$ cat config.mk
export PLATFORM = sky130hd
export DESIGN_NAME = blob_locator
export DESIGN_NICKNAME = d
export VERILOG_FILES = /design/src/logic/vsense_pkg.sv /design/src/logic/blob_locator.sv
export SDC_FILE = /design/constraint.sdc
export NUM_CORES = 1
export LEC_CHECK = 0
export ABC_AREA = 1
export BUFFER_PORTS_ARGS = -buffer_cell sky130_fd_sc_hd__buf_2
export CAP_MARGIN = 20
export CORE_MARGIN = 2
export CORE_UTILIZATION = 30
export CTS_CLUSTER_DIAMETER = 120
export DETAILED_ROUTE_END_ITERATION = 6
export MAX_ROUTING_LAYER = met4
export SYNTH_ARGS = -nofsm -noshare
export SYNTH_HDL_FRONTEND = slang
export SYNTH_SLANG_ARGS = --single-unit
export TNS_END_PERCENT = 50
$ cat constraint.sdc
create_clock -name clock_50 -period 2.85 [get_ports clock_50]
set_input_delay 0 -clock clock_50 [delete_from_list [all_inputs] [get_ports clock_50]]
set_output_delay 0 -clock clock_50 [all_outputs]
set_load 0.02 [all_outputs]
$ cat src/logic/vsense_pkg.sv
// Video sensor shared definitions
`default_nettype none

package vsense_pkg;

   // ------------------------------------------------------------
   // Widths
   // ------------------------------------------------------------
   localparam int CHAN_W  = 8;    // One colour channel
   localparam int COORD_W = 12;   // x or y position
   localparam int CNT_W   = 16;   // Hit and frame counters

   // ------------------------------------------------------------
   // Word types
   // ------------------------------------------------------------
   typedef logic [CHAN_W-1:0]  chan_t;
   typedef logic [COORD_W-1:0] coord_t;

   // Red in the top byte, then green, blue at the bottom
   typedef logic [3*CHAN_W-1:0] pix_word_t;

   // ------------------------------------------------------------
   // Enums
   // ------------------------------------------------------------
   typedef enum logic [1:0] {
      CAP_IDLE  = 2'd0,   // Waiting for capture_start
      CAP_ARMED = 2'd1,   // Next pixel is (0,0)
      CAP_RUN   = 2'd2    // Mid frame
   } capture_state_e;

   // Frame memory owner in a given cycle
   typedef enum logic [1:0] {
      OWN_NONE  = 2'd0,
      OWN_WRITE = 2'd1,   // Capture writer
      OWN_READ  = 2'd2    // Host read port
   } mem_owner_e;

endpackage

`default_nettype wire
$ cat src/logic/blob_locator.sv
// Bounding box locator
`timescale 1ns/100ps
`default_nettype none

module blob_locator #(
   parameter int IMG_WIDTH  = 16,
   parameter int IMG_HEIGHT = 12
) (
   input  wire                          clock_50,
   input  wire                          arst_n,
   input  wire                          hit_valid,
   input  wire                          frame_first,
   input  wire                          frame_last,
   input  wire vsense_pkg::coord_t      hit_x,
   input  wire vsense_pkg::coord_t      hit_y,
   output vsense_pkg::coord_t           bbox_x_min,
   output vsense_pkg::coord_t           bbox_x_max,
   output vsense_pkg::coord_t           bbox_y_min,
   output vsense_pkg::coord_t           bbox_y_max,
   output logic [vsense_pkg::CNT_W-1:0] hit_count
);

   // Empty box starts inverted so the first hit sets both edges
   localparam vsense_pkg::coord_t X_INIT = vsense_pkg::coord_t'(IMG_WIDTH - 1);
   localparam vsense_pkg::coord_t Y_INIT = vsense_pkg::coord_t'(IMG_HEIGHT - 1);

   vsense_pkg::coord_t x_min_q, x_max_q, y_min_q, y_max_q;   // Running box
   vsense_pkg::coord_t x_min_b, x_max_b, y_min_b, y_max_b;   // Base for this pixel
   vsense_pkg::coord_t x_min_n, x_max_n, y_min_n, y_max_n;   // After this pixel
   logic [vsense_pkg::CNT_W-1:0] cnt_q, cnt_b, cnt_n;

   always_comb begin
      if (frame_first) begin   // Restart at the first pixel
         x_min_b = X_INIT;
         x_max_b = '0;
         y_min_b = Y_INIT;
         y_max_b = '0;
         cnt_b   = '0;
      end else begin
         x_min_b = x_min_q;
         x_max_b = x_max_q;
         y_min_b = y_min_q;
         y_max_b = y_max_q;
         cnt_b   = cnt_q;
      end
      x_min_n = (hit_valid && (hit_x < x_min_b)) ? hit_x : x_min_b;
      x_max_n = (hit_valid && (hit_x > x_max_b)) ? hit_x : x_max_b;
      y_min_n = (hit_valid && (hit_y < y_min_b)) ? hit_y : y_min_b;
      y_max_n = (hit_valid && (hit_y > y_max_b)) ? hit_y : y_max_b;
      cnt_n   = hit_valid ? cnt_b + 1'b1 : cnt_b;
   end

   always_ff @(posedge clock_50 or negedge arst_n) begin
      if (!arst_n) begin
         x_min_q    <= X_INIT;
         x_max_q    <= '0;
         y_min_q    <= Y_INIT;
         y_max_q    <= '0;
         cnt_q      <= '0;
         bbox_x_min <= '0;
         bbox_x_max <= '0;
         bbox_y_min <= '0;
         bbox_y_max <= '0;
         hit_count  <= '0;
      end else begin
         x_min_q <= x_min_n;
         x_max_q <= x_max_n;
         y_min_q <= y_min_n;
         y_max_q <= y_max_n;
         cnt_q   <= cnt_n;

         // Publish at the last pixel, all zero when nothing matched
         if (frame_last) begin
            bbox_x_min <= (cnt_n == '0) ? '0 : x_min_n;
            bbox_x_max <= (cnt_n == '0) ? '0 : x_max_n;
            bbox_y_min <= (cnt_n == '0) ? '0 : y_min_n;
            bbox_y_max <= (cnt_n == '0) ? '0 : y_max_n;
            hit_count  <= cnt_n;
         end
      end
   end

endmodule

`default_nettype wire

# Word-level counts from Yosys, hierarchy flattened
# Cells that the tools add are included.
# W data, S select, Z words.
word_totals:
  elab_cells: 34
  latch_bits: 0
  out_inout_bits: 64
  input_bits: 29
  n_memories: 0
  romBits: 0
  ff_bits: 128
  mem_bits_rw: 0
classes:
  div: 0
  n_addsub: 1
  n_shift: 0
  reduce_logical: 5
  n_mul: 0
  n_lt_le_gt_ge: 4
  n_mux: 14
  eq_ne: 0
  bitwise_logic: 0
ops:
  columns: ["cell", "count"]
  rows:
  - ["$mux W12", 12]
  - ["$mux W16", 2]
  - ["$gt A12 B12 Y1", 2]
  - ["$lt A12 B12 Y1", 2]
  - ["$add A16 B1 Y16 const B", 1]
  - ["$logic_not A16 Y1", 1]
  - ["$logic_and A1 B1 Y1", 4]

# Logic depth before layout (Yosys ltp)
# Gate-level depths: netlist of run 1.
logic_depth:
  depth_word: 5
  mapped_depth: 19
  ltp_nobuf: 16

# Worst setup path after synthesis of run 1
# OpenSTA, ideal clock, no wires.
synth_timing:
  path_kind: "input to register"
  startpoint: "input frame_first"
  endpoint: "register bbox_x_max[10]"
  n_path_buf: 4
  arrival_ns: 2.117
  slack_ns: 0.616
  setup_ns: 0.117
  required_ns: 2.733
  path_stages: 18
  cell_sequence: "inv_4 > buf_6 > buf_4 > clkbuf_1 > nand2_1 > ha_1 > nand2_1 > nor2_1 > nand2b_1 > o21ai_0 > inv_1 > nand2_1 > clkbuf_1 > nand2_1 > nand2_1 > nor2_1 > nand2_1 > nand2_1"
synth_via:
  elab_chain_cells: 5
  elab_cells_between_ends: 9
  cone_classes: "1 x add/sub; 1 x order compare; 5 x mux; 2 x reduce/logical"
synth_rtl:
  columns: ["item", "line", "text"]
  rows:
  - ["from (decl)", "blob_locator.sv:12", "input wire frame_first,"]
  - ["$mux W16 or $mux W12 (tied branches)", "blob_locator.sv:33", "if (frame_first) begin"]
  - ["$add A16 B1 Y16 or $gt A12 B12 Y1 (tied branches)", "blob_locator.sv:50, blob_locator.sv:47", null]
  - ["$mux W16 or $logic_and A1 B1 Y1 (tied branches)", "blob_locator.sv:50, blob_locator.sv:47", null]
  - ["$logic_not A16 Y1 or $mux W12 (tied branches)", "blob_locator.sv:75, blob_locator.sv:47", null]
  - ["$mux W12 *", "blob_locator.sv:75", "bbox_x_max <= (cnt_n == '0) ? '0 : x_max_n;"]
  - ["to (signal assigned)", "blob_locator.sv:75", null]
  - ["to (decl)", "blob_locator.sv:17", "output vsense_pkg::coord_t bbox_x_max,"]
# Mark *: on every way between the ends. The rest lies on a longest branch, timed or not.
# A chain may end at the register's enable or synchronous reset.

# Final worst setup path of run 1
layout_timing:
  startpoint: "register cnt_q[0] in the netlist's numbering"
  endpoint: "register bbox_x_max[10]"
layout_via:
  elab_chain_cells: 5
layout_rtl:
  columns: ["item", "line", "text"]
  rows:
  - ["from (decl)", "blob_locator.sv:30", "logic [vsense_pkg::CNT_W-1:0] cnt_q, cnt_b, cnt_n;"]
  - ["from (signal assigned)", "blob_locator.sv:70", "cnt_q <= cnt_n;"]
  - ["$mux W16 *", "blob_locator.sv:33", null]
  - ["$add A16 B1 Y16", "blob_locator.sv:50", "cnt_n = hit_valid ? cnt_b + 1'b1 : cnt_b;"]
  - ["$mux W16 *", "blob_locator.sv:50", null]
  - ["$logic_not A16 Y1 *", "blob_locator.sv:75", null]
  - ["$mux W12 *", "blob_locator.sv:75", null]
# Marks and branches as above.

==> results of run 1 <==
[cells in the final DEF, fill, tap and decap left out, types with 4 or more instances in the layout]
cell type	n
a21oi_1	16
a31oi_1	4
buf_2	91
buf_4	15
clkbuf_16	17
clkinvlp_4	4
dfrtp_1	121
dfstp_2	7
dlygate4sd3_1	20
ha_1	47
inv_1	117
inv_6	5
nand2_1	385
nand3_1	69
nand3_2	4
nand4_1	9
nor2_1	86
nor3_1	4
o21ai_0	24
[per-layer routing]
metal,track usage,wire [um],vias up
li1,-,-,3156
met1,0.216,8950,2852
met2,0.245,8140,117
met3,0.0352,653,27
met4,0.0537,358,0
met5,-,0,-
[tightest hold or removal path: stages]
cell and delay (ps):
buf_2 140, inv_1 80, nand3_1 80, nand2_1 70
inv_1 50
[registers in the layout, summed over array words and instances (netlist names)]
register and cells:
y_min_q 12, x_min_q 12, bbox_x_min 12, bbox_x_max 12, y_max_q 12, cnt_q 16
x_max_q 12, bbox_y_min 12, bbox_y_max 12, hit_count 16
[layout make-up]
cell class              count  area [um2]
clock buffers              17         425
clock inverters            15         183
fillers                  2416       14100
inverters                 120         454
multi-input cells         665        3170
flip-flops and latches    128        3210
well taps                 313         392
repair buffers            129         820
[cell families after synthesis]
group | Yosys count | synth area share
and+or+nand+nor | 568 | 0.329
buffers and inverters | 157 | 0.0904
DFF | 128 | 0.458
AOI/OAI and AO/OA | 48 | 0.0364
adders and majority gates | 47 | 0.0838
xor gates and xnor gates | 2 | 0.00250
[per-stage QoR]
stage	hold slack (ps)	cells	instance area, um2
floorplan	-296	950	7010
global placement	64.1	1335	7850
detailed placement	63.6	1335	7850
CTS	2.68	1387	8660
global route	46.6	1387	8660
finish	19.7	1387	8660
[report_power, final]
part           total [W]  switching [W]  internal, W
registers        0.00221       0.000122      0.00209
clock network    0.00225       0.000869      0.00139
logic            0.00127       0.000842     0.000424
total            0.00573        0.00183      0.00390
[worst paths after layout]
check,start,endpoint,cells after the start
setup / recovery,cnt_q[0]$_DFF_PN0_,bbox_x_max[10]$_DFFE_PN0P_,15
hold / removal,hit_x[10],x_min_q[10]$_DFF_PN0_,5
setup reg to reg,cnt_q[0]$_DFF_PN0_,bbox_x_max[10]$_DFFE_PN0P_,15
hold reg to reg,bbox_x_min[6]$_DFFE_PN0P_,bbox_x_min[6]$_DFFE_PN0P_,2
max in group asynchronous,arst_n,x_min_q[3]$_DFF_PN1_,3
min in group asynchronous,arst_n,cnt_q[3]$_DFF_PN0_,2
[what timing repair did]
action,4_1_cts,5_1_grt
hold buffers,20,0
endpoints found under the hold margin,101,0
setup buffers,0,0
==> results_dict.tcl, run 1 <==
set metrics [dict create \
    vias 6152 \
    async_flop_share 1.00 \
    yosys-top-cells-count "386 x nand2_1, 121 x dfrtp_1, 117 x inv_1" \
    gp_congestion 0.873 \
    crit_family "simple AND/OR/NAND/NOR gates" \
    syn-num-nets 1026 \
    netlist_top_cells_area "dfrtp_1 43%, nand2_1 21%, ha_1 8.4%" \
    status "finished, final reports clean" \
    cp_cell_sequence "inv_1, nor2_1, ha_1, nand3_1, nor2_1, nand2_1, nor2_2, nand2_1, nand2_1, nand3_1, nor2_1, nand2_2, buf_12, nand2_1, nand2_1" \
    synth-edff-count 0 \
    wl_per_cell_um 13.1 \
    start_kind "flip-flop" \
    initial_core_util 0.308 \
    vdd.ir_drop.worst_mv 0.392 \
    preCtsSetupSlack_ps 403 \
    slew_headroom 0.549 \
    synth-seq-area-share 0.458 \
    yosys_register_bits 128 \
    worst_pin_slew_ps 677 \
    cts_buffers 17 \
    yosys.cell_types.count 28 \
    place_hpwl_um 12900 \
    slew_viol_final 0 \
    total_power_w 0.00573 \
    core.rowCount 55 \
    cts_resized 0 \
    leakagePower_nw 4.98 \
    antenna_found_initial 0 \
    portBuffers 92 \
    rrSetupSlack_ps 550 \
    cts_root_buf "clkbuf_16" \
    clk_path_buf_depth 2 \
    cts_tree "yes" \
    cts.clk_slew.worst_paths_ps 60 \
    layout.nets 1137 \
    cp_data_required_time_ps 3160 \
    setup_slack_ps 547 \
    slowest_delay_ps 360 \
    worstSetupEndpointType "flip-flop" \
    ant_nets 0 \
    drive_above_1_share 0.151 \
    grt_max_degree 82 \
    post-route-util 0.380 \
    max_freq_ghz 0.434 \
    period_share 0.808 \
    syn_area_mm2 0.00701 \
    avgSynthCellArea_um2 7.38 \
    crit_buf_inv 2 \
    diodes 0 \
    slowest_stage "dfrtp_1" \
    path_class "reg2reg" \
    clock-sinks 128 \
    htreeDepth 4 \
    syn_to_final_growth_pct 23.4 \
    rsz0062_at_grt "no" \
    clk_latency_ps 420 \
    setup_viol 0 \
    synth_warnings 0 \
    synth_top_area_share 0.432 \
    die_w_um 157 \
    grt_pass1_vias 6111 \
    critPathArrivalTime_ps 2610 \
    grt_usage 0.162 \
    synthFlopType "dfrtp_1" \
    hold_violations 0 \
    die_area_mm2 0.0246 \
    fin_tns_setup_ps 0 \
    max_cap_viol_count 0 \
    core_mm2 0.0228 \
    crit_top_cell "nand2_1" \
    grt_pass1_wl_um 30500 \
    syn_inst 950 \
    drcViolationCount 0 \
    grt-ovfl-total 0 \
    min_period_ps 2300 \
    min_path_type "in2reg" \
    power_per_cell_area_mw_per_mm2 662 \
    pin_count 93 \
    initialDrtViolationCount 353 \
    yosysMostFrequentCell "nand2_1" \
    wl_um 18100 \
    crit_fanout 48 \
    synth_top_area_cell "dfrtp_1" \
    drt-vias-per-instance 4.44 \
    skew_ps 11.7 \
    first_pass_iters 4 \
    die_h_um 157 \
]
Power figures use the tool's default switching activity.
==> inputs of run 2 (changes only) <==
==> constraint.sdc (replaced) <==
create_clock -name clock_50 -period 2.1 [get_ports clock_50]
set_input_delay 0 -clock clock_50 [delete_from_list [all_inputs] [get_ports clock_50]]
set_output_delay 0 -clock clock_50 [all_outputs]
set_load 0.02 [all_outputs]
==> run 2 against run 1 <==
The run now ends with negative setup slack left. Sequential power is 36% higher. Core utilization is 1.8 points higher. Power is 39% higher. Sequential share of layout area is 1.7 points lower. Global-route usage is 0.14 points higher. Final area is 4.8% higher. Non-clock buffer count is 38 higher. Count of clock-buffer cells in the layout stayed put. Wire length is 1.6% higher. Flip-flop and latch count stayed put.
==> results_dict.tcl, run 2 (same netlist as run 1, synthesis figures left out) <==
set metrics [dict create \
    cts_root_buf "clkbuf_16" \
    p_seq_frac 0.377 \
    critPathArrivalTime_ps 2470 \
    gp_congestion 0.872 \
    worst_pin_slew_ps 418 \
    drt-vias-per-instance 4.37 \
    wl_um 18400 \
    slowest_delay_ps 400 \
    min_period_ps 2150 \
    max_freq_ghz 0.465 \
    crit_buf_inv 2 \
    wl_per_cell_um 12.9 \
    grt_pass1_vias 6169 \
    clk_latency_ps 430 \
    largest_registers "cnt_q: 16 flops, hit_count: 16 flops" \
    pin_count 93 \
    power.internal_w 0.00539 \
    grt_pass1_wl_um 30800 \
    drive_above_1_share 0.191 \
    vias 6222 \
    antenna_found_initial 0 \
    cts_buffers 17 \
    preCtsSetupSlack_ps -93.4 \
    htreeDepth 4 \
    combPwrFrac 0.227 \
    setup_viol 42 \
    final_common_cell "nand2_1" \
    status "complete, but fails checks" \
    min_path_type "in2reg" \
    layout.nets 1175 \
    grt-ovfl-total 0 \
    start_kind "flip-flop" \
    drcViolationCount 0 \
    path_class "reg2reg" \
    period_share 1.02 \
    slew_viol_final 0 \
    whs_path_depth 5 \
    initialDrtViolationCount 366 \
    first_pass_iters 5 \
    rrSetupSlack_ps -50 \
    rsz0062_at_grt "yes" \
    worstHoldEndpoint "x_min_q[11]$_DFF_PN0_" \
    worstSetupEndpointType "flip-flop" \
    ant_nets 0 \
    p_sw_w 0.00258 \
    switching_share 0.324 \
    initial_core_util 0.308 \
    rr_worst_depth 15 \
    total_power_w 0.00797 \
    power_per_cell_area_mw_per_mm2 878 \
    grt_usage 0.163 \
    place_hpwl_um 13400 \
    clock-sinks 128 \
    slowest_stage "dfrtp_1" \
    die_h_um 157 \
    leakagePower_nw 5.18 \
    portBuffers 92 \
    timing.rr.end "bbox_y_max[8]$_DFFE_PN0P_" \
    cts.clk_slew.worst_paths_ps 70 \
    setup_slack_ps -51.4 \
    core.rowCount 55 \
    vdd.ir_drop.worst_mv 0.400 \
    die_w_um 157 \
    slew_headroom 0.721 \
    post-route-util 0.398 \
    grt_max_degree 46 \
    violations "negative setup slack" \
    diodes 0 \
    crit_fanout 36 \
    cts_tree "yes" \
    max_cap_viol_count 0 \
    skew_ps 11.3 \
    cp_data_required_time_ps 2420 \
    cp_cell_sequence "inv_2, nor2_2, ha_1, or2_1, nand2_2, nand2_2, nor2_2, nand3_1, nor2_1, nand2_1, nor2_2, nand2_2, buf_12, nand2_1, nand2_1" \
    r2r-start "cnt_q[0]$_DFF_PN0_" \
    die_area_mm2 0.0246 \
    pwr-share-clk 0.396 \
    hp-start "hit_x[11]" \
    clk_path_buf_depth 2 \
    syn_to_final_growth_pct 29.3 \
    final_cell_mix "376 x nand2_1, 121 x dfrtp_1, 116 x inv_1" \
    core_mm2 0.0228 \
    hold_violations 0 \
    crit_family "simple AND/OR/NAND/NOR gates" \
]
[run 2: cell count changes in the layout (fill, tap and decap cells not counted), sizes merged]
| cell | change |
|---|---|
| clkinvlp | -2 |
| clkinv | -1 |
| buf | +34 |
| inv | +3 |
| dlygate4sd3 | +4 |
[run 2: worst max path at each step]
stage	cells after the start	slack [ps]	end	startpoint
finish	15	-50	bbox_y_max[8]$_DFFE_PN0P_	cnt_q[0]$_DFF_PN0_
detailed placement	15	-90	bbox_y_max[3]$_DFFE_PN0P_	cnt_q[0]$_DFF_PN0_
global placement	16	-50	bbox_x_min[11]$_DFFE_PN0P_	frame_first
floorplan	17	-30	bbox_x_max[10]$_DFFE_PN0P_	frame_first
CTS	15	-90	bbox_y_max[8]$_DFFE_PN0P_	cnt_q[0]$_DFF_PN0_
global route	15	-240	bbox_y_max[8]$_DFFE_PN0P_	cnt_q[1]$_DFF_PN0_
[run 2: power groups by stage]
stage | Clock, W | Combinational [W] | Sequential (W)
2_1_floorplan | 0 | 0.000919 | 0.00323
3_3_place_gp | 0 | 0.00173 | 0.00304
3_5_place_dp | 0 | 0.00177 | 0.00304
4_1_cts | 0.00324 | 0.00181 | 0.00300
5_1_grt | 0.00335 | 0.00207 | 0.00304
6_report | 0.00316 | 0.00181 | 0.00300
[run 2: timing repair]
| action | CTS | global route |
|---|---|---|
| buffers inserted | 0 | 1 |
| hold buffers | 24 | 0 |
| gates cloned | 0 | 1 |
| hold endpoints to repair | 166 | 0 |
| endpoints found under the setup margin | 48 | 48 |
| gates resized for setup | 1 | 17 |
[run 2: routing by layer]
metal | vias to the layer above | share of wire | GRT usage
met1 | 2843 | 0.49 | 0.217
met5 | - | 0 | -
met3 | 26 | 0.045 | 0.0372
met2 | 128 | 0.44 | 0.247
li1 | 3225 | - | -
met4 | 0 | 0.018 | 0.0533
[run 2: per-stage QoR]
| stage | hold WS (ps) | setup TNS [ps] | cells | area, um2 |
|---|---|---|---|---|
| after floorplan | -296 | -612 | 950 | 7020 |
| after global placement | -63.3 | -1310 | 1367 | 8150 |
| after detailed placement | -61.3 | -3480 | 1367 | 8150 |
| after CTS | 13.1 | -3300 | 1423 | 9020 |
| after global routing | 33.9 | -9230 | 1425 | 9070 |
| final | 24.3 | -1390 | 1425 | 9070 |
[run 2: worst reg2reg max path, stage by stage, from the launching register on]
cell and delay, ps:
dfrtp_1 400, inv_2 60, nor2_2 30, ha_1 280, or2_1 230, nand2_2 70
nand2_2 60, nor2_2 90, nand3_1 80, nor2_1 110, nand2_1 90, nor2_2 110
nand2_2 110, buf_12 190, nand2_1 90, nand2_1 50
[run 2: cell type report]
cell class              count  area (um2)
fillers                  2366       13700
multi-input cells         665        3210
flip-flops and latches    128        3210
well taps                 313         392
clock inverters            15         198
inverters                 120         454
clock buffers              17         425
repair buffers            167        1180
